### config.mk
export PLATFORM = sky130hd
export DESIGN_NAME = cpu_regfile
export DESIGN_NICKNAME = d
export VERILOG_FILES = /design/src/source/selen_pkg.sv /design/src/source/cpu_regfile.sv
export SDC_FILE = /design/constraint.sdc
export NUM_CORES = 2
export LEC_CHECK = 0
export BUFFER_PORTS_ARGS = -buffer_cell sky130_fd_sc_hd__buf_2
export CAP_MARGIN = 20
export CORE_ASPECT_RATIO = 2
export CORE_MARGIN = 2
export CORE_UTILIZATION = 57
export CTS_CLUSTER_DIAMETER = 60
export CTS_CLUSTER_SIZE = 12
export DETAILED_ROUTE_END_ITERATION = 10
export PLACE_DENSITY = 0.74
export SETUP_SLACK_MARGIN = 0.5
export SYNTH_ARGS = -nofsm -noshare
export SYNTH_HDL_FRONTEND = slang
export SYNTH_SLANG_ARGS = --single-unit
export TNS_END_PERCENT = 30
### constraint.sdc
create_clock -name clk -period 2.2 [get_ports clk]
set_clock_uncertainty 0.05 [all_clocks]
set_input_delay 0.11 -clock clk [delete_from_list [all_inputs] [get_ports clk]]
set_output_delay 0.11 -clock clk [all_outputs]
set_load 0.02 [all_outputs]
### src/source/selen_pkg.sv
// Shared definitions for the execute slice
// Sizes, opcode values, ALU/size/branch/write-back encodings, control struct

package selen_pkg;

	// Sizes
	localparam int XLEN = 32;
	localparam int REG_AW = 5;
	localparam int DMEM_AW = 6;

	// Opcodes
	localparam logic [6:0] OP_R = 7'b0000011;
	localparam logic [6:0] OP_RI = 7'b1000011;
	localparam logic [6:0] OP_LUI = 7'b0100011;
	localparam logic [6:0] OP_AUIPC = 7'b0110011;
	localparam logic [6:0] OP_BR = 7'b0010011;
	localparam logic [6:0] OP_JAL = 7'b0001011;
	localparam logic [6:0] OP_ST = 7'b0001111;
	// Loads, plus JALR at fnct 000
	localparam logic [6:0] OP_LD = 7'b0000111;

	typedef enum logic [3:0] {
		ALU_ADD = 4'd0,
		ALU_SLT = 4'd1,
		ALU_SLTU = 4'd2,
		ALU_AND = 4'd3,
		ALU_OR = 4'd4,
		ALU_XOR = 4'd5,
		ALU_SLL = 4'd6,
		ALU_SRL = 4'd7,
		ALU_SUB = 4'd8,
		ALU_SRA = 4'd9,
		ALU_AM = 4'd10
	} alu_op_e;

	typedef enum logic [1:0] {
		SZ_FULL = 2'd0,
		SZ_HALF = 2'd1,
		SZ_BYTE = 2'd2
	} size_e;

	typedef enum logic [1:0] {
		BR_EQ = 2'd0,
		BR_NE = 2'd1,
		BR_LT = 2'd2,
		BR_GE = 2'd3
	} brn_e;

	// Write-back source, LINK is pc+4
	typedef enum logic [1:0] {
		WB_ALU = 2'd0,
		WB_MEM = 2'd1,
		WB_LINK = 2'd2,
		WB_IMM = 2'd3
	} wb_sel_e;

	typedef struct packed {
		alu_op_e alu_op;
		logic b_imm;
		logic a_pc;
		wb_sel_e wb_sel;
		logic we_reg;
		logic we_mem;
		size_e size;
		logic ld_unsigned;
		logic is_branch;
		brn_e brn;
		logic brn_unsigned;
		logic is_jump;
		logic jump_reg;
	} ctrl_t;

endpackage
### src/source/cpu_regfile.sv
// Register file, 32 entries, two read ports and one write port
// Register 0 reads as zero

`timescale 1ns/100ps

module cpu_regfile (
	input logic clk,
	input logic rst,
	input logic [selen_pkg::REG_AW-1:0] rs1,
	input logic [selen_pkg::REG_AW-1:0] rs2,
	input logic we,
	input logic [selen_pkg::REG_AW-1:0] wa,
	input logic [selen_pkg::XLEN-1:0] wd,
	output logic [selen_pkg::XLEN-1:0] rd1,
	output logic [selen_pkg::XLEN-1:0] rd2
);

	logic [selen_pkg::XLEN-1:0] regs [2**selen_pkg::REG_AW];

	// Write lands at the edge, so the next instruction reads it
	always_ff @(posedge clk) begin
		if (rst) begin
			for (int i = 0; i < 2**selen_pkg::REG_AW; i++) begin
				regs[i] <= '0;
			end
		end else if (we && wa != '0) begin
			regs[wa] <= wd;
		end
	end

	assign rd1 = (rs1 == '0) ? '0 : regs[rs1];
	assign rd2 = (rs2 == '0) ? '0 : regs[rs2];

endmodule

==> metrics.txt <==
status=complete, but fails checks; failing checks=setup timing; Power Total=45.35 mW; Initial Utilization=57.30%; fmax=341.8 MHz; Worst EP required=2.04 ns; Nets=3819; total gr overflow=0; Core Region=0.09469 mm^2; vias per std cell=7.044; first-pass GRT wire length=254300 um; vias in the first global route=36520; CTS H-tree lvls=3; fraction of registers with async set/reset=0%; ys flop type=edfxtp_1; cts bufs inserted=95; initial antenna violation count=9; CP Capture Type=primary output; FF+latch count, synth=1024; Post-Layout Inst Area=0.06390 mm^2; number of flops mapped to enable cells by yosys=1024; top flop regs=regs x1024; hpwl dp=113600 um; commonest non-fill, non-tap cell in the layout=edfxtp_1; flip-flop count of the largest register after layout=1024; buffers added on ports=113; Critical-path top delay cell=mux4_2; setup TNS=-31.94 ns; DIE AREA=0.09781 mm^2; utilization after layout=67.48%; Slew @ Worst Pin=0.6959 ns; detailed router's first-iteration violation count=4572; max-capacitance violation count=0; routed len/inst=35.68 um; power density over the cells=709.7 mW/mm^2; Slew Limit Fails=0; synth unique cells=42; period utilization=133.0%; cell area after placement=0.05997 mm^2; syn_area_per_cell=15.49 um^2; FP Rows=160; final critical-path setup slack=-0.7259 ns; P&R area growth vs syn=17.78%; Slew HR=53.61%; min Tclk post-route=2.926 ns; CP max FO=2; Antenna Nets Post-Route=0; largest reg by FF count=regs; most frequent cells in the layout=edfxtp_1, and2_1, mux4_2; Placed Instances=4871; IO Count=114; Horiz. Die Dim=222.2 um; DR vias=35240; Post-route DRC=0; final setup violating endpoints=64; Mapped Area=0.05425 mm^2; Die H=440.3 um; Setup WS pre-CTS=-0.2771 ns; CTS tree=yes; drt pass-1 iters=10; total track usage=37.07%; clock-pin slew on the worst setup and hold paths=0.06 ns; crit path cell chain=mux4_2 > mux4_2 > o22ai_2 > buf_6 > nor3_4 > buf_6; clk root buf=clkbuf_16; Cells after Synth=3502; unrepaired setup endpoints after global routing=true; Finished Layout Cells=5003; Hold Slack=0.02827 ns; static leakage=22.48 nW; drt total wl=178500 um; Worst Hold Class=input pin to flop; final hold vios=0; largest net degree at the start of global routing=38; Max rail drop VDD=685.7 uV; CTS Buffer Depth=3; Syn. warnings=0; clock sinks=1024; startpoint types=flop; Final GP Congestion=0.9827; Crit Path Class=flop to primary output; slowest stage delay, CP=0.61 ns; layout cell share with drive strength beyond 1=36.86%; sequential share of the synthesized area=56.68%; critical path arrival=2.77 ns
## layout make-up
cell class              count  area [um^2]
inverters                   2        7.507
clock inverters             5        68.82
multi-input cells        2120        23750
clock buffers              99         2456
repair buffers            526         5324
diodes                     12        30.03
flip-flops and latches   1024        30750
fillers                  6218        30790
well taps                1215         1520
## synthesized netlist by cell type (all sizes together) (4+ instances only)
cell type | number | share of area (%)
and2 | 995 | 11
nand3 | 5 | 0.046
a211oi | 7 | 0.097
clkbuf | 271 | 1.9
a32o | 4 | 0.074
buf | 116 | 1.5
mux2i | 150 | 2.8
a21oi | 12 | 0.11
a2111oi | 55 | 0.98
mux2 | 30 | 0.62
a22oi | 16 | 0.22
nor2b | 14 | 0.16
nand2b | 5 | 0.058
or3b | 4 | 0.065
nand2 | 7 | 0.048
mux4 | 472 | 20
o22ai | 103 | 1.2
or2 | 33 | 0.38
o21ai | 4 | 0.037
nand3b | 5 | 0.069
a221oi | 4 | 0.065
nor4 | 6 | 0.069
nor3 | 54 | 0.50
edfxtp | 1024 | 57
nor2 | 36 | 0.25
a22o | 51 | 0.82
## repair_timing
action                                  4_1_cts  5_1_grt
endpoints found under the hold margin        78        0
gates resized for setup                     192       42
pin swaps                                   103       20
endpoints found under the setup margin       64       64
hold buffers                                  6        0
setup buffers                                 5        5
## worst paths after layout
check / slack (ns) / cells past startpoint / from / end
worst min-delay path: 0.03 / 2 / wd[16] / regs[25][16]$_SDFFCE_PN0P_
worst max-delay path: -0.73 / 6 / regs[31][9]$_SDFFCE_PN0P_ / rd1[9]
## worst max-delay path: cells and delay by family, from the launching register on
family | cells | cell delay (ns)
AOI/OAI and AO/OA | 1 | 0.16
buffers and inverters | 2 | 0.29
DFF | 1 | 0.45
muxes | 2 | 1.11
and+or+nand+nor | 1 | 0.05
## cell families after synthesis
group | after synthesis | share of synthesized area [%]
AOI/OAI and AO/OA | 259 | 3.651
muxes | 652 | 22.98
and+or+nand+nor | 1177 | 13.33
DFF | 1024 | 56.68
other | 1 | 0.006912
buffers and inverters | 389 | 3.351
## where the power goes
part           internal, mW  switching [mW]
logic                  3.36            3.95
registers              22.5           0.607
clock network          7.93            6.96
total                  33.8            11.5
## routing by layer
metal,global-route usage [%],share of wire (%)
met2,59.54,48
met5,0,0.0073
met4,29.16,9.0
met3,7.393,11
met1,44.05,33
Note: power is estimated with default switching activity, not from simulation.
