## config.mk

```make
export PLATFORM = sky130hd
export DESIGN_NAME = cpu_lsu_flat
export DESIGN_NICKNAME = d
export VERILOG_FILES = /design/src/source/selen_pkg.sv /design/src/source/ctrl_if.sv /design/src/source/cpu_lsu.sv /design/src/flat_wrapper.sv
export SDC_FILE = /design/constraint.sdc
export NUM_CORES = 2
export LEC_CHECK = 0
export BUFFER_PORTS_ARGS = -buffer_cell sky130_fd_sc_hd__buf_4
export CAP_MARGIN = 20
export CORE_MARGIN = 4
export CORE_UTILIZATION = 40
export DETAILED_ROUTE_END_ITERATION = 16
export GPL_ROUTABILITY_DRIVEN = 0
export PLACE_DENSITY = 0.53
export SYNTH_ARGS = -nofsm -noshare
export SYNTH_HDL_FRONTEND = slang
export SYNTH_SLANG_ARGS = --single-unit
```

## constraint.sdc

```tcl
create_clock -name clk -period 5.61 [get_ports clk]
set_input_delay 1.4025 -clock clk [delete_from_list [all_inputs] [get_ports clk]]
set_output_delay 1.4025 -clock clk [all_outputs]
set_load 0.01 [all_outputs]
```

## src/source/selen_pkg.sv

```systemverilog
// Shared definitions for the execute slice
// Sizes, opcode values, ALU/size/branch/write-back encodings, control struct

package selen_pkg;

	// Sizes
	localparam int XLEN = 32;
	localparam int REG_AW = 5;
	localparam int DMEM_AW = 6;

	// Opcodes
	localparam logic [6:0] OP_R = 7'b0000011;
	localparam logic [6:0] OP_RI = 7'b1000011;
	localparam logic [6:0] OP_LUI = 7'b0100011;
	localparam logic [6:0] OP_AUIPC = 7'b0110011;
	localparam logic [6:0] OP_BR = 7'b0010011;
	localparam logic [6:0] OP_JAL = 7'b0001011;
	localparam logic [6:0] OP_ST = 7'b0001111;
	// Loads, plus JALR at fnct 000
	localparam logic [6:0] OP_LD = 7'b0000111;

	typedef enum logic [3:0] {
		ALU_ADD = 4'd0,
		ALU_SLT = 4'd1,
		ALU_SLTU = 4'd2,
		ALU_AND = 4'd3,
		ALU_OR = 4'd4,
		ALU_XOR = 4'd5,
		ALU_SLL = 4'd6,
		ALU_SRL = 4'd7,
		ALU_SUB = 4'd8,
		ALU_SRA = 4'd9,
		ALU_AM = 4'd10
	} alu_op_e;

	typedef enum logic [1:0] {
		SZ_FULL = 2'd0,
		SZ_HALF = 2'd1,
		SZ_BYTE = 2'd2
	} size_e;

	typedef enum logic [1:0] {
		BR_EQ = 2'd0,
		BR_NE = 2'd1,
		BR_LT = 2'd2,
		BR_GE = 2'd3
	} brn_e;

	// Write-back source, LINK is pc+4
	typedef enum logic [1:0] {
		WB_ALU = 2'd0,
		WB_MEM = 2'd1,
		WB_LINK = 2'd2,
		WB_IMM = 2'd3
	} wb_sel_e;

	typedef struct packed {
		alu_op_e alu_op;
		logic b_imm;
		logic a_pc;
		wb_sel_e wb_sel;
		logic we_reg;
		logic we_mem;
		size_e size;
		logic ld_unsigned;
		logic is_branch;
		brn_e brn;
		logic brn_unsigned;
		logic is_jump;
		logic jump_reg;
	} ctrl_t;

endpackage
```

## src/source/ctrl_if.sv

```systemverilog
// Decoded control bundle from the decoder to the datapath blocks

`timescale 1ns/100ps

interface ctrl_if;

	logic valid;
	selen_pkg::ctrl_t ctl;
	logic illegal;

	modport dec (
		output valid,
		output ctl,
		output illegal
	);

	modport dp (
		input valid,
		input ctl,
		input illegal
	);

endinterface

```

## src/source/cpu_lsu.sv

```systemverilog
// Data memory of 64 words
// Byte-lane stores, sign- or zero-extended loads

`timescale 1ns/100ps

module cpu_lsu (
	input logic clk,
	input logic rst,
	ctrl_if.dp ctl_i,
	input logic [selen_pkg::XLEN-1:0] addr,
	input logic [selen_pkg::XLEN-1:0] wdata,
	output logic [selen_pkg::XLEN-1:0] rdata
);

	localparam int LANES = selen_pkg::XLEN / 8;

	logic [selen_pkg::XLEN-1:0] mem [2**selen_pkg::DMEM_AW];
	logic [selen_pkg::DMEM_AW-1:0] idx;
	logic [LANES-1:0] be;
	logic [selen_pkg::XLEN-1:0] lane_data;
	logic [selen_pkg::XLEN-1:0] word;
	logic [15:0] half;
	logic [7:0] byte_v;

	assign idx = addr[selen_pkg::DMEM_AW+1:2];

	// Lane enables and replicated store data
	always_comb begin
		case (ctl_i.ctl.size)
			selen_pkg::SZ_HALF: begin
				be = addr[1] ? 4'b1100 : 4'b0011;
				lane_data = {2{wdata[15:0]}};
			end
			selen_pkg::SZ_BYTE: begin
				be = 4'b0001 << addr[1:0];
				lane_data = {4{wdata[7:0]}};
			end
			default: begin
				be = '1;
				lane_data = wdata;
			end
		endcase
	end

	always_ff @(posedge clk) begin
		if (rst) begin
			for (int i = 0; i < 2**selen_pkg::DMEM_AW; i++) begin
				mem[i] <= '0;
			end
		end else if (ctl_i.ctl.we_mem) begin
			for (int b = 0; b < LANES; b++) begin
				if (be[b]) begin
					mem[idx][8*b +: 8] <= lane_data[8*b +: 8];
				end
			end
		end
	end

	assign word = mem[idx];
	assign half = addr[1] ? word[31:16] : word[15:0];
	assign byte_v = word[8*addr[1:0] +: 8];

	always_comb begin
		case (ctl_i.ctl.size)
			selen_pkg::SZ_HALF: rdata = ctl_i.ctl.ld_unsigned
				? {{(selen_pkg::XLEN-16){1'b0}}, half}
				: {{(selen_pkg::XLEN-16){half[15]}}, half};
			selen_pkg::SZ_BYTE: rdata = ctl_i.ctl.ld_unsigned
				? {{(selen_pkg::XLEN-8){1'b0}}, byte_v}
				: {{(selen_pkg::XLEN-8){byte_v[7]}}, byte_v};
			default: rdata = word;
		endcase
	end

endmodule

```

## src/flat_wrapper.sv

```systemverilog
// flat-port wrapper written by rule: the top's interface ports become plain ports
module cpu_lsu_flat 
  (clk, rst, addr, wdata, rdata, ctl_i_valid, ctl_i_ctl, ctl_i_illegal);
  ctrl_if ctl_i_i ();
  input logic clk;
  input logic rst;
  input logic [selen_pkg::XLEN-1:0] addr;
  input logic [selen_pkg::XLEN-1:0] wdata;
  output logic [selen_pkg::XLEN-1:0] rdata;
  input wire logic [$bits(ctl_i_i.valid)-1:0] ctl_i_valid;
  input wire logic [$bits(ctl_i_i.ctl)-1:0] ctl_i_ctl;
  input wire logic [$bits(ctl_i_i.illegal)-1:0] ctl_i_illegal;
  assign ctl_i_i.valid = ctl_i_valid;
  assign ctl_i_i.ctl = ctl_i_ctl;
  assign ctl_i_i.illegal = ctl_i_illegal;
  cpu_lsu u_core (.clk(clk), .rst(rst), .ctl_i(ctl_i_i), .addr(addr), .wdata(wdata), .rdata(rdata));
endmodule
```

==> results by group <==
Run status
  – Outcome: finished, violations left
  – Failing checks: negative setup slack

Worst setup path
  – Worst Setup Path Type: in2out
  – CP startpoint kind: input port
  – Worst-path fanout max: 12
  – Worst Path Arrival: 4570 ps
  – Required arrival time at the worst endpoint: 4210 ps
  – Crit end category: output port

Logic synthesis
  – Top cells by area, synth: edfxtp_1 (67%), nor2_1 (6.7%), and3_1 (3.6%), a22oi_1 (3.5%), clkbuf_1 (2.0%)
  – Cell area after technology mapping: 91,700 sq um
  – Synth top area share: 67.1%
  – Post-synthesis async set-or-reset flop share: 0%
  – Main synth FF type: edfxtp_1
  – Flip-flop and latch count after synthesis: 2,048
  – Most repeated cell in the gate-level netlist after synthesis: edfxtp_1
  – Number of enable-type register cells in the synthesized netlist: 2,048
  – Avg Inst Size Synth: 12.7 sq um
  – Number of synthesis warnings: 0
  – Sequential fraction of the synthesis area: 67.1%
  – Post-Syn Nets: 7,337
  – Cell count after synthesis: 7,248
  – Biggest area consumer among synthesized cells: edfxtp_1
  – Commonest cells in the synthesized netlist: edfxtp_1 (2,048), nor2_1 (1,645), and3_1 (527)
  – Netlist cell types: 84

Placement
  – Half-perimeter wire length of the detailed placement result: 258 mm
  – Post-placement setup slack: -992 ps
  – DP Cell Count: 10.5k
  – Number of buffer cells added on primary ports: 77

Global routing
  – Overall overflow remaining after global route: 0
  – Total global routing track utilization: 31.2%
  – Vias in the first global route: 65.4k
  – Global-route track usage on met1: 42.1%
  – Met3 Usage GRT: 7.13%
  – Met2 layer usage reported by global route: 46.8%
  – Maximum number of pins on one net before global-route repair: 132
  – Global-route wire length before repair: 523 mm
  – Most heavily used metal layer in global routing: met2
  – Number of antenna violations at the first check in global routing: 24

Drt
  – Total via count after detailed routing: 69.1k
  – Mean routed wirelength per cell: 34.6 um
  – Initial drt markers: 10.9k
  – Drt first pass iters: 9
  – Detailed-route vias per instance: 6.31
  – Total wire length after detailed routing: 379 mm
  – Residual antenna-violating net count after detailed routing: 0
  – Drc violations: 0

Timing
  – Worst Hold Margin: 967 ps
  – Tcrit/Tclk final: 106%
  – Slew HR: 19.5%
  – Count of final hold-check violations: 0
  – Setup repair after global routing missed its margin: true
  – Final critical-path required period: 5970 ps
  – Fmax: 168 MHz
  – Slew @ Worst Pin: 1200 ps
  – Max-slew violations: 0
  – Crit path setup slack, layout: -358 ps
  – # setup viols final: 32

CTS
  – Number of CTS-inserted buffers: 219
  – Clock tree from TritonCTS: yes
  – Clock transition at the registers of the reported paths: 60 ps
  – Level count of the clock H-tree: 4
  – Hold buffer count at CTS: 0
  – Clock sinks: 2,048
  – CTS Root Cell: clkbuf_16
  – Buffer levels on the longest clock path: 3

Pwr
  – Power after layout: 0.0364 W
  – VDD IR-drop max: 0.311 mV
  – Power density normalized to cell area: 329 nW/um^2
  – Leak: 39.8 nW

Finish
  – Net count reported at finish: 7,845
  – Post-layout instance count excluding filler cells: 11.0k
  – Largest registers: u_core.mem (2048)
  – Layout cell share with drive strength beyond 1: 20.9%
  – Area growth from synthesis to final layout: 20.5%
  – Max reg flops: 2,048
  – Most flop-heavy register: u_core.mem
  – Final standard cell utilization of the core: 48.5%

Flow run
  – Max-capacitance violation count: 0

Die
  – Floorplan die width: 487 um
  – Initial core utilization: 40.3%
  – I/O Pins: 119
  – Number of rows created at floorplan: 175
  – Die Ht: 487 um
  – Placeable core area: 228,000 sq um
  – Die footprint: 237,000 sq um

Min path
  – Class of the tightest hold or removal check: in2reg
==> timing repair <==
action / in CTS / in global routing
gates resized for setup: 223 / 49
pin swaps: 60 / 25
setup buffers: 45 / 10
setup endpoints to repair: 32 / 32
gates cloned: 9 / 1
==> final timing paths <==
check	cells past startpoint	startpoint	end
max	17	addr[3]	rdata[0]
min	2	wdata[6]	u_core.mem[22][6]
==> layout make-up <==
type | count | area (sq um)
inverter | 20 | 80.1
clock inverter | 137 | 1330
antenna | 12 | 30.0
sequential | 2048 | 61500
fill | 20172 | 117000
tap | 3009 | 3760
timing repair buffer | 991 | 9670
multi-input combinational | 4476 | 28500
clock buffer | 263 | 5650
==> through the flow <==
stage | TNS, ps | area, sq um
after floorplan | 0 | 91700
after global placement | -17940 | 101000
after detailed placement | -18510 | 101000
after CTS | -5040 | 110000
after global routing | -7980 | 111000
final | -7620 | 111000
==> cell usage in the layout, fill, tap and decap left out, types with 33 or more instances in the layout <==
cell type	count
a21oi_1	62
a31oi_1	39
mux2_2	69
edfxtp_1	2048
mux4_2	50
buf_4	797
buf_12	140
a221oi_1	84
a22oi_2	40
nor4bb_1	33
and3_1	524
nor2_1	1633
o21ai_0	41
nand2b_1	214
a22o_1	60
clkbuf_16	220
clkinv_2	33
clkinv_1	61
a22oi_1	383
clkbuf_1	44
nand2_1	299
o22ai_1	56
mux2i_1	157
a21o_1	67
==> cell families (layout without fill, tap and decap cells) <==
logic type	count (synthesis)	count (layout)	share of synthesized area (%)
compound gates	1193	1193	9.94
fa+ha+maj	2	2	0.0273
buf+inv	724	1411	3.49
simple gates	2998	2998	15.6
other cells	0	12	0
mux	283	283	3.87
flops	2048	2048	67.1
==> report_power, final <==
part	internal, W	total [W]	leakage, nW	switching, W
Sequential	0.0176	0.0179	19.4	0.000259
Clock	0.00804	0.0144	3.39	0.00635
Combinational	0.00134	0.00417	17.0	0.00282
==> worst max-delay path: stages <==
cell and delay (ps):
buf_12 140, buf_12 160, buf_12 110, nor3b_4 460, buf_12 250, buf_4 250, a22oi_1 100, nand4_1 210
a22oi_1 130, buf_4 160, o2111ai_1 180, buf_4 200, a222oi_1 100, buf_4 220, o21ai_4 90, buf_6 170
buf_6 110
==> metal layers <==
layer / vias up / wire (um) / part of all wire [%]
met5: - / 48 / 0.013
met4: 8 / 24300 / 6.4
met3: 843 / 43500 / 11
met2: 4504 / 168000 / 44
met1: 35395 / 144000 / 38
li1: 28357 / - / -
Note: power is estimated with default switching activity, not from simulation.
