===== src/source/selen_pkg.sv =====
// Shared definitions for the execute slice
// Sizes, opcode values, ALU/size/branch/write-back encodings, control struct

package selen_pkg;

	// Sizes
	localparam int XLEN = 32;
	localparam int REG_AW = 5;
	localparam int DMEM_AW = 6;

	// Opcodes
	localparam logic [6:0] OP_R = 7'b0000011;
	localparam logic [6:0] OP_RI = 7'b1000011;
	localparam logic [6:0] OP_LUI = 7'b0100011;
	localparam logic [6:0] OP_AUIPC = 7'b0110011;
	localparam logic [6:0] OP_BR = 7'b0010011;
	localparam logic [6:0] OP_JAL = 7'b0001011;
	localparam logic [6:0] OP_ST = 7'b0001111;
	// Loads, plus JALR at fnct 000
	localparam logic [6:0] OP_LD = 7'b0000111;

	typedef enum logic [3:0] {
		ALU_ADD = 4'd0,
		ALU_SLT = 4'd1,
		ALU_SLTU = 4'd2,
		ALU_AND = 4'd3,
		ALU_OR = 4'd4,
		ALU_XOR = 4'd5,
		ALU_SLL = 4'd6,
		ALU_SRL = 4'd7,
		ALU_SUB = 4'd8,
		ALU_SRA = 4'd9,
		ALU_AM = 4'd10
	} alu_op_e;

	typedef enum logic [1:0] {
		SZ_FULL = 2'd0,
		SZ_HALF = 2'd1,
		SZ_BYTE = 2'd2
	} size_e;

	typedef enum logic [1:0] {
		BR_EQ = 2'd0,
		BR_NE = 2'd1,
		BR_LT = 2'd2,
		BR_GE = 2'd3
	} brn_e;

	// Write-back source, LINK is pc+4
	typedef enum logic [1:0] {
		WB_ALU = 2'd0,
		WB_MEM = 2'd1,
		WB_LINK = 2'd2,
		WB_IMM = 2'd3
	} wb_sel_e;

	typedef struct packed {
		alu_op_e alu_op;
		logic b_imm;
		logic a_pc;
		wb_sel_e wb_sel;
		logic we_reg;
		logic we_mem;
		size_e size;
		logic ld_unsigned;
		logic is_branch;
		brn_e brn;
		logic brn_unsigned;
		logic is_jump;
		logic jump_reg;
	} ctrl_t;

endpackage

===== src/source/ctrl_if.sv =====
// Decoded control bundle from the decoder to the datapath blocks

`timescale 1ns/100ps

interface ctrl_if;

	logic valid;
	selen_pkg::ctrl_t ctl;
	logic illegal;

	modport dec (
		output valid,
		output ctl,
		output illegal
	);

	modport dp (
		input valid,
		input ctl,
		input illegal
	);

endinterface


===== src/source/cpu_ctrl.sv =====
// Control decoder
// Opcode and function fields to datapath controls and the illegal flag

`timescale 1ns/100ps

module cpu_ctrl (
	input logic [6:0] opcode,
	input logic [2:0] fnct,
	input logic [1:0] fnct7,
	input logic instr_valid,
	ctrl_if.dec ctl_o
);

	logic b_imm, a_pc;
	selen_pkg::wb_sel_e wb_sel;
	logic we_reg, we_mem;
	selen_pkg::size_e size;
	logic ld_unsigned;
	logic is_jump, jump_reg;
	logic ill_op;

	selen_pkg::alu_op_e alu_op;
	logic is_branch;
	selen_pkg::brn_e brn;
	logic brn_unsigned;
	logic ill_fn;

	logic ok;
	selen_pkg::ctrl_t dec_ctl;

	// Selects, enables, access size
	always_comb begin
		b_imm = 1'b0;
		a_pc = 1'b0;
		wb_sel = selen_pkg::WB_ALU;
		we_reg = 1'b0;
		we_mem = 1'b0;
		size = selen_pkg::SZ_FULL;
		ld_unsigned = 1'b0;
		is_jump = 1'b0;
		jump_reg = 1'b0;
		ill_op = 1'b0;
		case (opcode)
			selen_pkg::OP_R: begin
				we_reg = 1'b1;
			end
			selen_pkg::OP_RI: begin
				b_imm = 1'b1;
				we_reg = 1'b1;
			end
			selen_pkg::OP_LUI: begin
				wb_sel = selen_pkg::WB_IMM;
				we_reg = 1'b1;
			end
			selen_pkg::OP_AUIPC: begin
				a_pc = 1'b1;
				b_imm = 1'b1;
				we_reg = 1'b1;
			end
			selen_pkg::OP_BR: begin
				we_reg = 1'b0;
			end
			selen_pkg::OP_JAL: begin
				wb_sel = selen_pkg::WB_LINK;
				we_reg = 1'b1;
				is_jump = 1'b1;
			end
			selen_pkg::OP_LD: begin
				b_imm = 1'b1;
				we_reg = 1'b1;
				wb_sel = selen_pkg::WB_MEM;
				case (fnct)
					// JALR, target from rs1+imm
					3'b000: begin
						wb_sel = selen_pkg::WB_LINK;
						is_jump = 1'b1;
						jump_reg = 1'b1;
					end
					3'b001: size = selen_pkg::SZ_FULL;
					3'b010: size = selen_pkg::SZ_HALF;
					3'b011: begin
						size = selen_pkg::SZ_HALF;
						ld_unsigned = 1'b1;
					end
					3'b100: size = selen_pkg::SZ_BYTE;
					3'b101: begin
						size = selen_pkg::SZ_BYTE;
						ld_unsigned = 1'b1;
					end
					default: ill_op = 1'b1;
				endcase
			end
			selen_pkg::OP_ST: begin
				b_imm = 1'b1;
				we_mem = 1'b1;
				case (fnct)
					3'b001: size = selen_pkg::SZ_FULL;
					3'b010: size = selen_pkg::SZ_HALF;
					3'b011: size = selen_pkg::SZ_BYTE;
					default: ill_op = 1'b1;
				endcase
			end
			default: ill_op = 1'b1;
		endcase
	end

	// ALU operation and branch kind
	always_comb begin
		alu_op = selen_pkg::ALU_ADD;
		is_branch = 1'b0;
		brn = selen_pkg::BR_EQ;
		brn_unsigned = 1'b0;
		ill_fn = 1'b0;
		case (opcode)
			selen_pkg::OP_R: begin
				if (fnct7 == 2'b00) begin
					alu_op = selen_pkg::alu_op_e'({1'b0, fnct});
				end else if (fnct7 == 2'b01) begin
					case (fnct)
						3'b000: alu_op = selen_pkg::ALU_SUB;
						3'b001: alu_op = selen_pkg::ALU_SRA;
						3'b010: alu_op = selen_pkg::ALU_AM;
						default: ill_fn = 1'b1;
					endcase
				end else begin
					ill_fn = 1'b1;
				end
			end
			selen_pkg::OP_RI: begin
				case (fnct)
					3'b000: alu_op = selen_pkg::ALU_ADD;
					3'b001: alu_op = selen_pkg::ALU_SLT;
					3'b010: alu_op = selen_pkg::ALU_AND;
					3'b011: alu_op = selen_pkg::ALU_OR;
					3'b100: alu_op = selen_pkg::ALU_XOR;
					3'b101: alu_op = selen_pkg::ALU_SLL;
					3'b110: alu_op = selen_pkg::ALU_SRL;
					default: alu_op = selen_pkg::ALU_SRA;
				endcase
			end
			selen_pkg::OP_BR: begin
				alu_op = selen_pkg::ALU_SUB;
				is_branch = 1'b1;
				case (fnct)
					3'b000: brn = selen_pkg::BR_EQ;
					3'b001: brn = selen_pkg::BR_NE;
					3'b010: brn = selen_pkg::BR_LT;
					3'b011: begin
						brn = selen_pkg::BR_LT;
						brn_unsigned = 1'b1;
					end
					3'b100: brn = selen_pkg::BR_GE;
					3'b101: begin
						brn = selen_pkg::BR_GE;
						brn_unsigned = 1'b1;
					end
					default: ill_fn = 1'b1;
				endcase
			end
			default: alu_op = selen_pkg::ALU_ADD;
		endcase
	end

	// Nothing commits unless valid and legal
	assign ok = instr_valid && !ill_op && !ill_fn;

	always_comb begin
		dec_ctl.alu_op = alu_op;
		dec_ctl.b_imm = b_imm;
		dec_ctl.a_pc = a_pc;
		dec_ctl.wb_sel = wb_sel;
		dec_ctl.we_reg = we_reg && ok;
		dec_ctl.we_mem = we_mem && ok;
		dec_ctl.size = size;
		dec_ctl.ld_unsigned = ld_unsigned;
		dec_ctl.is_branch = is_branch && ok;
		dec_ctl.brn = brn;
		dec_ctl.brn_unsigned = brn_unsigned;
		dec_ctl.is_jump = is_jump && ok;
		dec_ctl.jump_reg = jump_reg;
	end

	assign ctl_o.valid = instr_valid;
	assign ctl_o.ctl = dec_ctl;
	assign ctl_o.illegal = instr_valid && (ill_op || ill_fn);

endmodule


===== src/flat_wrapper.sv =====
// flat-port wrapper written by rule: the top's interface ports become plain ports
module cpu_ctrl_flat 
  (opcode, fnct, fnct7, instr_valid, ctl_o_valid, ctl_o_ctl, ctl_o_illegal);
  ctrl_if ctl_o_i ();
  input logic [6:0] opcode;
  input logic [2:0] fnct;
  input logic [1:0] fnct7;
  input logic instr_valid;
  output wire logic [$bits(ctl_o_i.valid)-1:0] ctl_o_valid;
  output wire logic [$bits(ctl_o_i.ctl)-1:0] ctl_o_ctl;
  output wire logic [$bits(ctl_o_i.illegal)-1:0] ctl_o_illegal;
  assign ctl_o_valid = ctl_o_i.valid;
  assign ctl_o_ctl = ctl_o_i.ctl;
  assign ctl_o_illegal = ctl_o_i.illegal;
  cpu_ctrl u_core (.opcode(opcode), .fnct(fnct), .fnct7(fnct7), .instr_valid(instr_valid), .ctl_o(ctl_o_i));
endmodule

===== config.mk =====
export PLATFORM = sky130hd
export DESIGN_NAME = cpu_ctrl_flat
export DESIGN_NICKNAME = d
export VERILOG_FILES = /design/src/source/selen_pkg.sv /design/src/source/ctrl_if.sv /design/src/source/cpu_ctrl.sv /design/src/flat_wrapper.sv
export SDC_FILE = /design/constraint.sdc
export NUM_CORES = 1
export LEC_CHECK = 0
export ABC_AREA = 1
export BUFFER_PORTS_ARGS = -buffer_cell sky130_fd_sc_hd__buf_2
export CAP_MARGIN = 20
export CELL_PAD_IN_SITES_DETAIL_PLACEMENT = 0
export CELL_PAD_IN_SITES_GLOBAL_PLACEMENT = 1
export CORE_MARGIN = 2
export CORE_UTILIZATION = 30
export DETAILED_ROUTE_END_ITERATION = 8
export PLACE_DENSITY = 0.86
export RECOVER_POWER = 25
export SLEW_MARGIN = 20
export SYNTH_ARGS = -nofsm -noshare
export SYNTH_HDL_FRONTEND = slang
export SYNTH_SLANG_ARGS = --single-unit

===== constraint.sdc =====
create_clock -name vclk -period 2.6
set_input_delay 0.39 -clock vclk [all_inputs]
set_output_delay 0.39 -clock vclk [all_outputs]
set_load 0.01 [all_outputs]

==> metrics.txt <==
count of different cell masters after synthesis=23; post-synthesis compound-gate area fraction=roughly 14%; Post-CTS Hold Buffers=0; layout cell share with drive strength beyond 1=between 30% and 40%; Iter 0 DRT Violations=14; dpl hpwl=1460 um; die width=50.1 um; Vias/cell=approximately 4.6; hold path startpoint=instr_valid; drc violations=0; Post-CTS Setup Bufs=0; Avg Synthesized Cell Area=5.45 um^2; Worst VDD drop=roughly 38 uV; Startpoint Class=primary input; number of global-route vias before repair=between 700 and 800; via count=between 700 and 800; sequential-to-total area share from yosys stat=0%; simple-gate share of the synthesized area=59.8%; hold violation count in the final report=0; Ports=34; Post-Synth Adder-Cell Area=9.80%; initial antenna violation count=0; ANT nets after route=0; Initial Util=between 30% and 40%; die footprint=roughly 2500 um^2; Core Area=1980 um^2; first-pass GRT wire length=2890 um; commonest non-fill, non-tap cell in the layout=buf_2; ANT cells=0; gr usage total=~14%; post-synthesis cell area=approximately 640 um^2; xor and xnor fraction of the mapped netlist area=0%; largest family of logic cells by synthesized area=simple AND/OR/NAND/NOR gates; Synth Instances=about 120; worst slew margin relative to its limit=roughly three quarters; Syn Nets=roughly 140; PwrDens=approximately 83 nW/um^2; Tcrit/Tclk final=between 80 and 90%; metal3 WL=about 61 um; Die Y=about 50 um; FMAX=roughly 0.46 GHz; status=complete, no violations; Area Overhead vs Synth=21.8%; Crit path required time=between 2 and 2.5 ns; max-cap viol count=0; CP Launch Point=opcode[5]; most frequent cells in the layout=buf_2, nand2_1, nor2_1, inv_1, nand3_1; HP Class=in2out; input/output buffers=34; pin count of the biggest net entering global routing=11; setup violation total in the final timing report=0; CP endpoint=ctl_o_ctl[10]; Setup crit end kind=output pin; WL final=roughly 1700 um; M1 wire length=roughly 750 um; routed wl met2=868 um; CP Max Fanout=6; Worst Path Arrival=1.76 ns; setup TNS=0 ns; multiplexer share of the synthesized area=0%; CTS-repair resized insts=0; kind of critical path=in2out; post-layout util=39.2%; wire per inst=roughly 10 um; uppermost routed layer=met3; warnings from Yosys=0; clock buf count=0; sequential cells=0; total gr overflow=0; measured slew at the worst slew-check pin=approximately 0.37 ns; FP Rows=16; RSZ-0062 raised after global routing=false; nets=around 170; Leak=0.442 nW; DRT Pass-1 Iters=4; crit path time final=2.15 ns; sequential cell area=0 um^2; Slew Viols, Final=0; Placer Congestion=approximately 0.80
Yosys cell counts, types with 2 or more instances:
cell	count	area share (%)
nor2_2	3	2.9
nor2_1	23	14
ha_1	5	9.8
inv_1	13	7.6
nand2_2	3	2.9
nand2_1	28	16
inv_2	3	1.8
nand3_2	2	3.1
nor2_4	4	7.1
o21ai_0	7	5.5
nand3_1	9	7.1
buf_4	6	7.1
area by class of cell:
| type | count | area, um^2 |
|---|---|---|
| Timing Repair Buffer | 34 | 168 |
| Multi-Input combinational cell | 95 | 515 |
| Tap cell | 27 | 33.8 |
| Fill cell | 234 | 1200 |
| Inverter | 16 | 60.1 |
routing by layer:
layer,vias up,GRT usage (%)
met2,18,27.9
met4,0,0.463
met3,0,0.606
li1,420,-
met5,-,0
met1,360,16.7
where the power goes:
part / internal [mW] / leakage (nW) / total [mW] / switching [mW]
combinational: 0.0218 / 0.442 / 0.0645 / 0.0427
clock: 0 / 0 / 0 / 0
sequential: 0 / 0 / 0 / 0
total: 0.0218 / 0.442 / 0.0645 / 0.0427
metrics by stage:
stage                     hold WS, ns  setup WS, ns  cells  power [mW]  cell area [um^2]
after CTS                        1.01         0.675    172      0.0672               797
after floorplan                 0.872          1.01    117      0.0409               638
after detailed placement         1.01         0.682    172      0.0668               797
after global routing             1.02         0.266    172      0.0723               777
final                            1.02         0.449    172      0.0645               777
after global placement           1.01         0.674    172      0.0654               797
cell families after synthesis:
kind of cell,count (synthesis)
AOI/OAI and AO/OA,14
adders and majority gates,5
buffers and inverters,22
and+or+nand+nor,76
how the worst min path moves through the flow:
stage	slack (ns)	cells past startpoint	to
2_1_floorplan	0.87	1	ctl_o_valid
3_3_place_gp	1.01	2	ctl_o_valid
3_5_place_dp	1.01	2	ctl_o_valid
4_1_cts	1.01	2	ctl_o_valid
5_1_grt	1.02	2	ctl_o_valid
6_report	1.02	2	ctl_o_valid
worst max-delay path: stages:
cell	delay, ns
buf_2	0.13
nor2_1	0.32
nand2_8	0.12
nor2_1	0.30
nor2_2	0.09
nand3_2	0.09
nand3_2	0.10
nor2_1	0.09
buf_2	0.13
No activity file was read; power rests on OpenSTA's default activity.
