$ cat config.mk
export PLATFORM = sky130hd
export DESIGN_NAME = cpu_alu_flat
export DESIGN_NICKNAME = d
export VERILOG_FILES = /design/src/source/selen_pkg.sv /design/src/source/ctrl_if.sv /design/src/source/cpu_alu.sv /design/src/flat_wrapper.sv
export SDC_FILE = /design/constraint.sdc
export NUM_CORES = 1
export LEC_CHECK = 0
export BUFFER_PORTS_ARGS = -buffer_cell sky130_fd_sc_hd__buf_2
export CAP_MARGIN = 15
export CORE_ASPECT_RATIO = 1.25
export CORE_MARGIN = 3
export CORE_UTILIZATION = 30
export DETAILED_ROUTE_END_ITERATION = 12
export PLACE_DENSITY = 0.46
export SETUP_SLACK_MARGIN = 0.05
export SLEW_MARGIN = 20
export SYNTH_ARGS = -nofsm -noshare
export SYNTH_HDL_FRONTEND = slang
export SYNTH_SLANG_ARGS = --single-unit
$ cat constraint.sdc
create_clock -name vclk -period 4.78
set_input_delay 0.239 -clock vclk [all_inputs]
set_output_delay 0.239 -clock vclk [all_outputs]
set_load 0.03 [all_outputs]
$ cat src/source/selen_pkg.sv
// Shared definitions for the execute slice
// Sizes, opcode values, ALU/size/branch/write-back encodings, control struct

package selen_pkg;

	// Sizes
	localparam int XLEN = 32;
	localparam int REG_AW = 5;
	localparam int DMEM_AW = 6;

	// Opcodes
	localparam logic [6:0] OP_R = 7'b0000011;
	localparam logic [6:0] OP_RI = 7'b1000011;
	localparam logic [6:0] OP_LUI = 7'b0100011;
	localparam logic [6:0] OP_AUIPC = 7'b0110011;
	localparam logic [6:0] OP_BR = 7'b0010011;
	localparam logic [6:0] OP_JAL = 7'b0001011;
	localparam logic [6:0] OP_ST = 7'b0001111;
	// Loads, plus JALR at fnct 000
	localparam logic [6:0] OP_LD = 7'b0000111;

	typedef enum logic [3:0] {
		ALU_ADD = 4'd0,
		ALU_SLT = 4'd1,
		ALU_SLTU = 4'd2,
		ALU_AND = 4'd3,
		ALU_OR = 4'd4,
		ALU_XOR = 4'd5,
		ALU_SLL = 4'd6,
		ALU_SRL = 4'd7,
		ALU_SUB = 4'd8,
		ALU_SRA = 4'd9,
		ALU_AM = 4'd10
	} alu_op_e;

	typedef enum logic [1:0] {
		SZ_FULL = 2'd0,
		SZ_HALF = 2'd1,
		SZ_BYTE = 2'd2
	} size_e;

	typedef enum logic [1:0] {
		BR_EQ = 2'd0,
		BR_NE = 2'd1,
		BR_LT = 2'd2,
		BR_GE = 2'd3
	} brn_e;

	// Write-back source, LINK is pc+4
	typedef enum logic [1:0] {
		WB_ALU = 2'd0,
		WB_MEM = 2'd1,
		WB_LINK = 2'd2,
		WB_IMM = 2'd3
	} wb_sel_e;

	typedef struct packed {
		alu_op_e alu_op;
		logic b_imm;
		logic a_pc;
		wb_sel_e wb_sel;
		logic we_reg;
		logic we_mem;
		size_e size;
		logic ld_unsigned;
		logic is_branch;
		brn_e brn;
		logic brn_unsigned;
		logic is_jump;
		logic jump_reg;
	} ctrl_t;

endpackage
$ cat src/source/ctrl_if.sv
// Decoded control bundle from the decoder to the datapath blocks

`timescale 1ns/100ps

interface ctrl_if;

	logic valid;
	selen_pkg::ctrl_t ctl;
	logic illegal;

	modport dec (
		output valid,
		output ctl,
		output illegal
	);

	modport dp (
		input valid,
		input ctl,
		input illegal
	);

endinterface

$ cat src/source/cpu_alu.sv
// ALU with operand selection
// Branch condition, taken flag and jump/branch target

`timescale 1ns/100ps

module cpu_alu (
	ctrl_if.dp ctl_i,
	input logic [selen_pkg::XLEN-1:0] rs1_data,
	input logic [selen_pkg::XLEN-1:0] rs2_data,
	input logic [selen_pkg::XLEN-1:0] imm,
	input logic [selen_pkg::XLEN-1:0] pc,
	output logic [selen_pkg::XLEN-1:0] result,
	output logic taken,
	output logic [selen_pkg::XLEN-1:0] target
);

	logic [selen_pkg::XLEN-1:0] op_a, op_b;
	logic [4:0] shamt;
	logic eq, lt, cond;

	assign op_a = ctl_i.ctl.a_pc ? pc : rs1_data;
	assign op_b = ctl_i.ctl.b_imm ? imm : rs2_data;
	assign shamt = op_b[4:0];

	always_comb begin
		case (ctl_i.ctl.alu_op)
			selen_pkg::ALU_ADD: result = op_a + op_b;
			selen_pkg::ALU_SLT: result = {31'b0, $signed(op_a) < $signed(op_b)};
			selen_pkg::ALU_SLTU: result = {31'b0, op_a < op_b};
			selen_pkg::ALU_AND: result = op_a & op_b;
			selen_pkg::ALU_OR: result = op_a | op_b;
			selen_pkg::ALU_XOR: result = op_a ^ op_b;
			selen_pkg::ALU_SLL: result = op_a << shamt;
			selen_pkg::ALU_SRL: result = op_a >> shamt;
			selen_pkg::ALU_SUB: result = op_a - op_b;
			selen_pkg::ALU_SRA: result = $signed(op_a) >>> shamt;
			// Absolute difference, signed operands
			selen_pkg::ALU_AM: result = ($signed(op_a) > $signed(op_b)) ? op_a - op_b : op_b - op_a;
			default: result = '0;
		endcase
	end

	// Branch compare always on the register values
	assign eq = rs1_data == rs2_data;
	assign lt = ctl_i.ctl.brn_unsigned ? (rs1_data < rs2_data)
		: ($signed(rs1_data) < $signed(rs2_data));

	always_comb begin
		case (ctl_i.ctl.brn)
			selen_pkg::BR_EQ: cond = eq;
			selen_pkg::BR_NE: cond = !eq;
			selen_pkg::BR_LT: cond = lt;
			default: cond = !lt;
		endcase
	end

	assign taken = ctl_i.ctl.is_jump || (ctl_i.ctl.is_branch && cond);
	// JALR drops bit 0 of rs1+imm
	assign target = ctl_i.ctl.jump_reg ? {result[selen_pkg::XLEN-1:1], 1'b0} : pc + imm;

endmodule

$ cat src/flat_wrapper.sv
// flat-port wrapper written by rule: the top's interface ports become plain ports
module cpu_alu_flat 
  (rs1_data, rs2_data, imm, pc, result, taken, target, ctl_i_valid, ctl_i_ctl, ctl_i_illegal);
  ctrl_if ctl_i_i ();
  input logic [selen_pkg::XLEN-1:0] rs1_data;
  input logic [selen_pkg::XLEN-1:0] rs2_data;
  input logic [selen_pkg::XLEN-1:0] imm;
  input logic [selen_pkg::XLEN-1:0] pc;
  output logic [selen_pkg::XLEN-1:0] result;
  output logic taken;
  output logic [selen_pkg::XLEN-1:0] target;
  input wire logic [$bits(ctl_i_i.valid)-1:0] ctl_i_valid;
  input wire logic [$bits(ctl_i_i.ctl)-1:0] ctl_i_ctl;
  input wire logic [$bits(ctl_i_i.illegal)-1:0] ctl_i_illegal;
  assign ctl_i_i.valid = ctl_i_valid;
  assign ctl_i_i.ctl = ctl_i_ctl;
  assign ctl_i_i.illegal = ctl_i_illegal;
  cpu_alu u_core (.ctl_i(ctl_i_i), .rs1_data(rs1_data), .rs2_data(rs2_data), .imm(imm), .pc(pc), .result(result), .taken(taken), .target(target));
endmodule
==> results of run 1 <==
-- path summary, 6_finish.rpt --
path	startpoint	to	slack, ns	cells after the start
max	ctl_i_ctl[13]	target[26]	0.11	20
min	ctl_i_ctl[1]	taken	0.80	3
-- cell usage in the layout, fill, tap and decap left out, drive strengths merged, types with 13 or more instances in the layout --
master / instances
a31oi: 32
or3: 13
a21o: 60
o31ai: 22
nand2: 194
o22ai: 23
nor4: 23
ha: 190
a211oi: 35
xor2: 13
nor2b: 18
inv: 148
a221oi: 27
o21a: 48
a22oi: 24
nor3: 42
nor2: 189
o221ai: 13
mux2: 34
mux2i: 151
nand4: 22
a221o: 17
o21ai: 132
nand2b: 29
o21bai: 24
a21oi: 161
o211ai: 39
xnor2: 44
buf: 511
nand3: 30
-- layout make-up --
class / instances / area, sq um / area share [%]
tap: 578 / 723 / 3.99
multi-input combinational: 1801 / 13300 / 73.2
timing repair buffer: 514 / 3580 / 19.7
inverter: 151 / 567 / 3.13
-- cell usage after synthesis, types with 15 or more instances --
cell | number | area [sq um]
a211oi_1 | 35 | 263
a21o_1 | 60 | 450
a21oi_1 | 161 | 806
a221o_1 | 17 | 170
a221oi_1 | 27 | 236
a22oi_1 | 24 | 180
a31oi_1 | 32 | 200
buf_1 | 16 | 60.1
buf_2 | 15 | 75.1
clkbuf_1 | 92 | 345
ha_1 | 190 | 2380
inv_1 | 141 | 529
mux2_2 | 34 | 383
mux2i_1 | 149 | 1490
nand2_1 | 194 | 728
nand2b_1 | 29 | 181
nand3_1 | 30 | 150
nand4_1 | 22 | 138
nor2_1 | 189 | 709
nor2b_1 | 18 | 113
nor3_1 | 42 | 210
nor4_1 | 22 | 138
o211ai_1 | 39 | 293
o21a_1 | 48 | 360
o21ai_0 | 128 | 641
o21bai_1 | 24 | 180
o22ai_1 | 23 | 144
o31ai_1 | 21 | 158
xnor2_1 | 44 | 385
-- cell families after synthesis --
family	share of synthesized area, %
AOI/OAI and AO/OA	37.8
and+or+nand+nor	19.5
buffers and inverters	7.83
adders and majority gates	17.6
muxes	13.7
xor gates and xnor gates	3.58
-- timing repair --
item	CTS	global route
gates resized for setup	11	43
cloned	0	3
setup buffers	6	9
endpoints found under the setup margin	39	38
hold endpoints to repair	0	0
pin swaps	3	7
-- report_power, final --
group	internal, mW	switching (mW)	total [mW]
sequential	0	0	0
combinational	1.37	2.24	3.61
clock	0	0	0
total	1.37	2.24	3.61
-- routing by layer --
metal	vias up	routed length [microns]	GRT usage, %
met2	972	42000	59.9
met5	-	0	0
met1	8863	32600	38.8
li1	8538	-	-
met3	263	5370	2.55
met4	0	6610	19.0
==> summary.txt, run 1 <==
Status
  • Outcome: completed

Worst setup path
  • Worst Path Buf+Inv: 7
  • Worst Path Class, Setup: input pin to primary output
  • Critical Path Source Type: input pin
  • Critical Path RT: 4.54 ns
  • Crit path DAT: 4.43 ns
  • CP Cell Sequence: buf_8 > buf_12 > mux2i_4 > buf_4 > inv_1 > ha_1 > inv_1 > fa_1 > nand2b_1 > a21oi_1 > o2111ai_1 > and2_1 > o211a_1 > o41ai_1 > buf_4 > nand4_1 > a31oi_1 > mux2_2 > o211ai_1 > buf_2
  • CP max stage delay: 0.38 ns
  • Crit-path leading delay family: compound AO/OA/AOI/OAI gates
  • Crit. End Element: primary output
  • Slowest CP cell: mux2_2
  • Crit path max fanout: 6

Pwr
  • Leakage: 8.64 nW
  • Power density cells: 199 nW/um^2
  • Tot Pwr: about 3.6 mW
  • Peak VDD IR: between 0.1 and 0.15 mV

Detailed routing
  • Routed Antenna Nets: 0
  • Initial DRC Count: 1597
  • Avg WL per Cell: 28.4 microns
  • Number of remaining DRC errors: 0
  • Drt first pass iters: 6
  • Via density: 6.12
  • Final wirelength: 86600 microns
  • Via count: roughly 19k

Timing
  • Final setup viols: 0
  • Worst-Margin Slew: 0.964 ns
  • PnR worst setup slack: approximately 0.11 ns
  • Max Fclk: 0.214 GHz
  • Period utilization: 97.6%
  • Final Max Tran Viols: 0
  • Setup tns final: 0 ns
  • Minimum clock period: 4.67 ns
  • Final Hold Viols: 0
  • Rel. slew slack: 35.1%
  • RSZ-0062 raised after global routing: true
  • Hold WS: between 0.8 and 0.9 ns

Placed design
  • GPL Wtd Cong: 0.997
  • Port Buffers: 205
  • Placed Cells: 3026
  • Placed wire-length estimate: 71600 microns
  • Post-placement setup slack: -0.223 ns
  • Cell Area, Placed: 17700 sq um

Die
  • Die Height: around 250 microns
  • Die area: 49200 sq um
  • Die Wd: 199 microns
  • Ports: 214
  • Row cnt: 87
  • Core Region: 45500 sq um
  • Initial core utilization: 30.7%

Final layout
  • N_diodes: 0
  • Final cell count without fillers: about 3k
  • Share of cells above drive strength 1: 25.9%
  • Seq cells: 0
  • Fill cells: roughly 4.9k
  • Nets: roughly 2.8k
  • P&R area growth vs syn: 29.9%
  • Layout Utilization: about two fifths
  • Number of clock buffers in the layout: 0
  • FF+latch area: 0 sq um
  • Finished Cell Area: roughly 18000 sq um

Synthesis
  • Count of cell types in the netlist: 85
  • Mapped Cells: 2080
  • Seq/Total Area, Yosys: 0%
  • Post-Syn Nets: 2423
  • Synth Warn #: 0
  • Syn_area_per_cell: 6.71 sq um
  • Cell area after synthesis: 14000 sq um

Global routing
  • Number of global-route vias before repair: approximately 18k
  • Tot GR Track Use: 33.4%
  • Initial antenna violation count: 0
  • Global-route wire length before repair: 122000 microns
  • Total gr overflow: 0
  • Largest net degree at the start of global routing: 59

CTS
  • Cts hold-fix bufs: 0

Run
  • Max cap viols: 0

Worst hold path
  • Worst min path class: input pin to primary output
Note: power is estimated with default switching activity, not from simulation.
==> run 2: changes to the inputs <==
CORE_UTILIZATION = 55   (was 30)
PLACE_DENSITY = 0.78   (was 0.46)
==> summary.txt, run 2 (same netlist as run 1, synthesis figures left out) <==
Placed design
  • Post-placement setup slack: 0.0693 ns (was -0.223 ns)
  • Cell Area, Placed: 16500 sq um (was 17700 sq um)
  • Port Buffers: 205 (unchanged)
  • GPL Wtd Cong: 1.18 (was 0.997)
  • Placed wire-length estimate: 58000 microns (was 71600 microns)

Final layout
  • Layout Utilization: 67.0% (was 39.8%)
  • P&R area growth vs syn: 18.8% (was 29.9%)
  • Number of clock buffers in the layout: 0 (unchanged)
  • Seq cells: 0 (unchanged)
  • Share of cells above drive strength 1: 21.0% (was 25.9%)
  • Most common cell after layout, fill and taps aside: buf_2 (was buf_4)
  • Nets: 2678 (was 2811)
  • Finished Cell Area: 16600 sq um (was 18100 sq um)
  • Fill cells: 2308 (was 4918)
  • FF+latch area: 0 sq um (unchanged)
  • Most frequent cells in the layout: buf_2 (205), nand2_1 (194), nor2_1 (188) (was buf_4 (294), buf_2 (201), nand2_1 (193))
  • N_diodes: 0 (unchanged)

Detailed routing
  • Initial DRC Count: 2701 (was 1597)
  • Routed Antenna Nets: 0 (unchanged)
  • Avg WL per Cell: 27.5 microns (was 28.4 microns)
  • Drt first pass iters: 7 (was 6)
  • Via density: 7.12 (was 6.12)
  • Via count: 19.0k (was 18.6k)
  • Final wirelength: 73200 microns (was 86600 microns)
  • Number of remaining DRC errors: 0 (unchanged)

Global routing
  • Total gr overflow: 0 (unchanged)
  • Initial antenna violation count: 2 (was 0)
  • Largest net degree at the start of global routing: 59 (unchanged)
  • Global-route wire length before repair: 106000 microns (was 122000 microns)
  • Number of global-route vias before repair: 18.1k (was 18.2k)
  • Tot GR Track Use: 50.4% (was 33.4%)

Worst setup path
  • Crit path max fanout: 18 (was 6)
  • Crit-path leading delay family: compound AO/OA/AOI/OAI gates (unchanged)
  • Crit path DAT: 4.50 ns (was 4.43 ns)
  • Critical Path Source Type: input pin (unchanged)
  • Crit. End Element: primary output (unchanged)
  • Worst setup path end: target[7] (was target[26])
  • Worst Path Buf+Inv: 7 (unchanged)
  • Crit path depth: 18 (was 20)
  • CP max stage delay: 0.45 ns (was 0.38 ns)
  • Critical path startpoint: ctl_i_ctl[13] (unchanged)
  • Worst Path Class, Setup: input pin to primary output (unchanged)
  • CP Cell Sequence: buf_2 > buf_12 > buf_4 > mux2i_1 > buf_4 > inv_1 > ha_1 > o311ai_4 > a211oi_2 > o31ai_4 > o21bai_2 > o41ai_4 > buf_12 > mux2i_1 > a211o_1 > a221o_1 > mux2_2 > buf_2 (was buf_8 > buf_12 > mux2i_4 > buf_4 > inv_1 > ha_1 > inv_1 > fa_1 > nand2b_1 > a21oi_1 > o2111ai_1 > and2_1 > o211a_1 > o41ai_1 > buf_4 > nand4_1 > a31oi_1 > mux2_2 > o211ai_1 > buf_2)
  • Critical Path RT: 4.54 ns (about the same)
  • Slowest CP cell: o41ai_4 (was mux2_2)

Run
  • Max cap viols: 0 (unchanged)

CTS
  • Cts hold-fix bufs: 0 (unchanged)

Die
  • Die area: 27300 sq um (was 49200 sq um)
  • Core Region: 24700 sq um (was 45500 sq um)
  • Ports: 214 (unchanged)
  • Die Height: 184 microns (was 247 microns)
  • Initial core utilization: 56.4% (was 30.7%)
  • Die Wd: 148 microns (was 199 microns)
  • Row cnt: 64 (was 87)

Timing
  • Rel. slew slack: 18.6% (was 35.1%)
  • Final Max Tran Viols: 0 (unchanged)
  • Final setup viols: 0 (unchanged)
  • Worst-Margin Slew: 1.21 ns (was 0.964 ns)
  • Period utilization: 99.1% (was 97.6%)
  • Max Fclk: 0.211 GHz (was 0.214 GHz)
  • RSZ-0062 raised after global routing: true (unchanged)
  • Minimum clock period: 4.74 ns (was 4.67 ns)
  • Hold WS: 0.803 ns (about the same)
  • Final Hold Viols: 0 (unchanged)
  • PnR worst setup slack: 0.0422 ns (was 0.114 ns)

Worst hold path
  • Worst min path class: input pin to primary output (unchanged)

Status
  • Outcome: completed (unchanged)

Pwr
  • Peak VDD IR: 0.165 mV (was 0.116 mV)
  • Power density cells: 199 nW/um^2 (about the same)
  • Leakage: 7.96 nW (was 8.64 nW)
[run 2: changes by cell type in the layout (fill, tap and decap cells not counted), moves of 3 or more]
cell	previous run	this run
buf_4	294	170
mux2i_1	132	139
mux2i_2	10	5
buf_12	10	6
buf_2	201	205
buf_6	4	0
clkbuf_16	3	0
[run 2: worst min-delay path by stage]
stage | slack (ns) | cells past startpoint | end | start
finish | 0.80 | 3 | taken | ctl_i_ctl[1]
global route | 0.81 | 3 | taken | ctl_i_ctl[1]
CTS | 0.80 | 3 | taken | ctl_i_ctl[1]
detailed placement | 0.80 | 3 | taken | ctl_i_ctl[1]
global placement | 0.80 | 3 | taken | ctl_i_ctl[1]
floorplan | 0.70 | 1 | taken | ctl_i_ctl[1]
[run 2: timing repair]
item                                    4_1_cts  5_1_grt
buffers inserted                              1        0
resized for setup                             0       23
endpoints found under the setup margin        1       37
pin swaps                                     1        0
gates cloned                                  0        0
[run 2: report_power, final]
part / internal [mW] / switching, mW
clock: 0 / 0
combinational: 1.19 / 2.11
sequential: 0 / 0
total: 1.19 / 2.11
[run 2: cell type report]
type                       instances  area [sq um]  area share, %
timing repair buffer             381          2420           14.6
tap                              330           413           2.49
multi-input combinational       1801         13200           79.5
inverter                         151           567           3.42
[run 2: through the flow]
step | total power, mW | setup TNS (ns) | instances
3_5_place_dp | 3.11 | 0 | 2662
5_1_grt | 3.45 | -0.00279 | 2663
3_3_place_gp | 3.08 | 0 | 2662
2_1_floorplan | 2.05 | -0.0229 | 2080
4_1_cts | 3.13 | 0 | 2663
6_report | 3.30 | 0 | 2663
[run 2: per-layer routing]
layer  part of all wire, %  global-route usage [%]  wire length (microns)
met3                    13                    14.7                   9220
met4                    13                    50.0                   9250
met2                    42                    79.0                  30800
met1                    33                    53.1                  23900
met5                 0.055                       0                     40
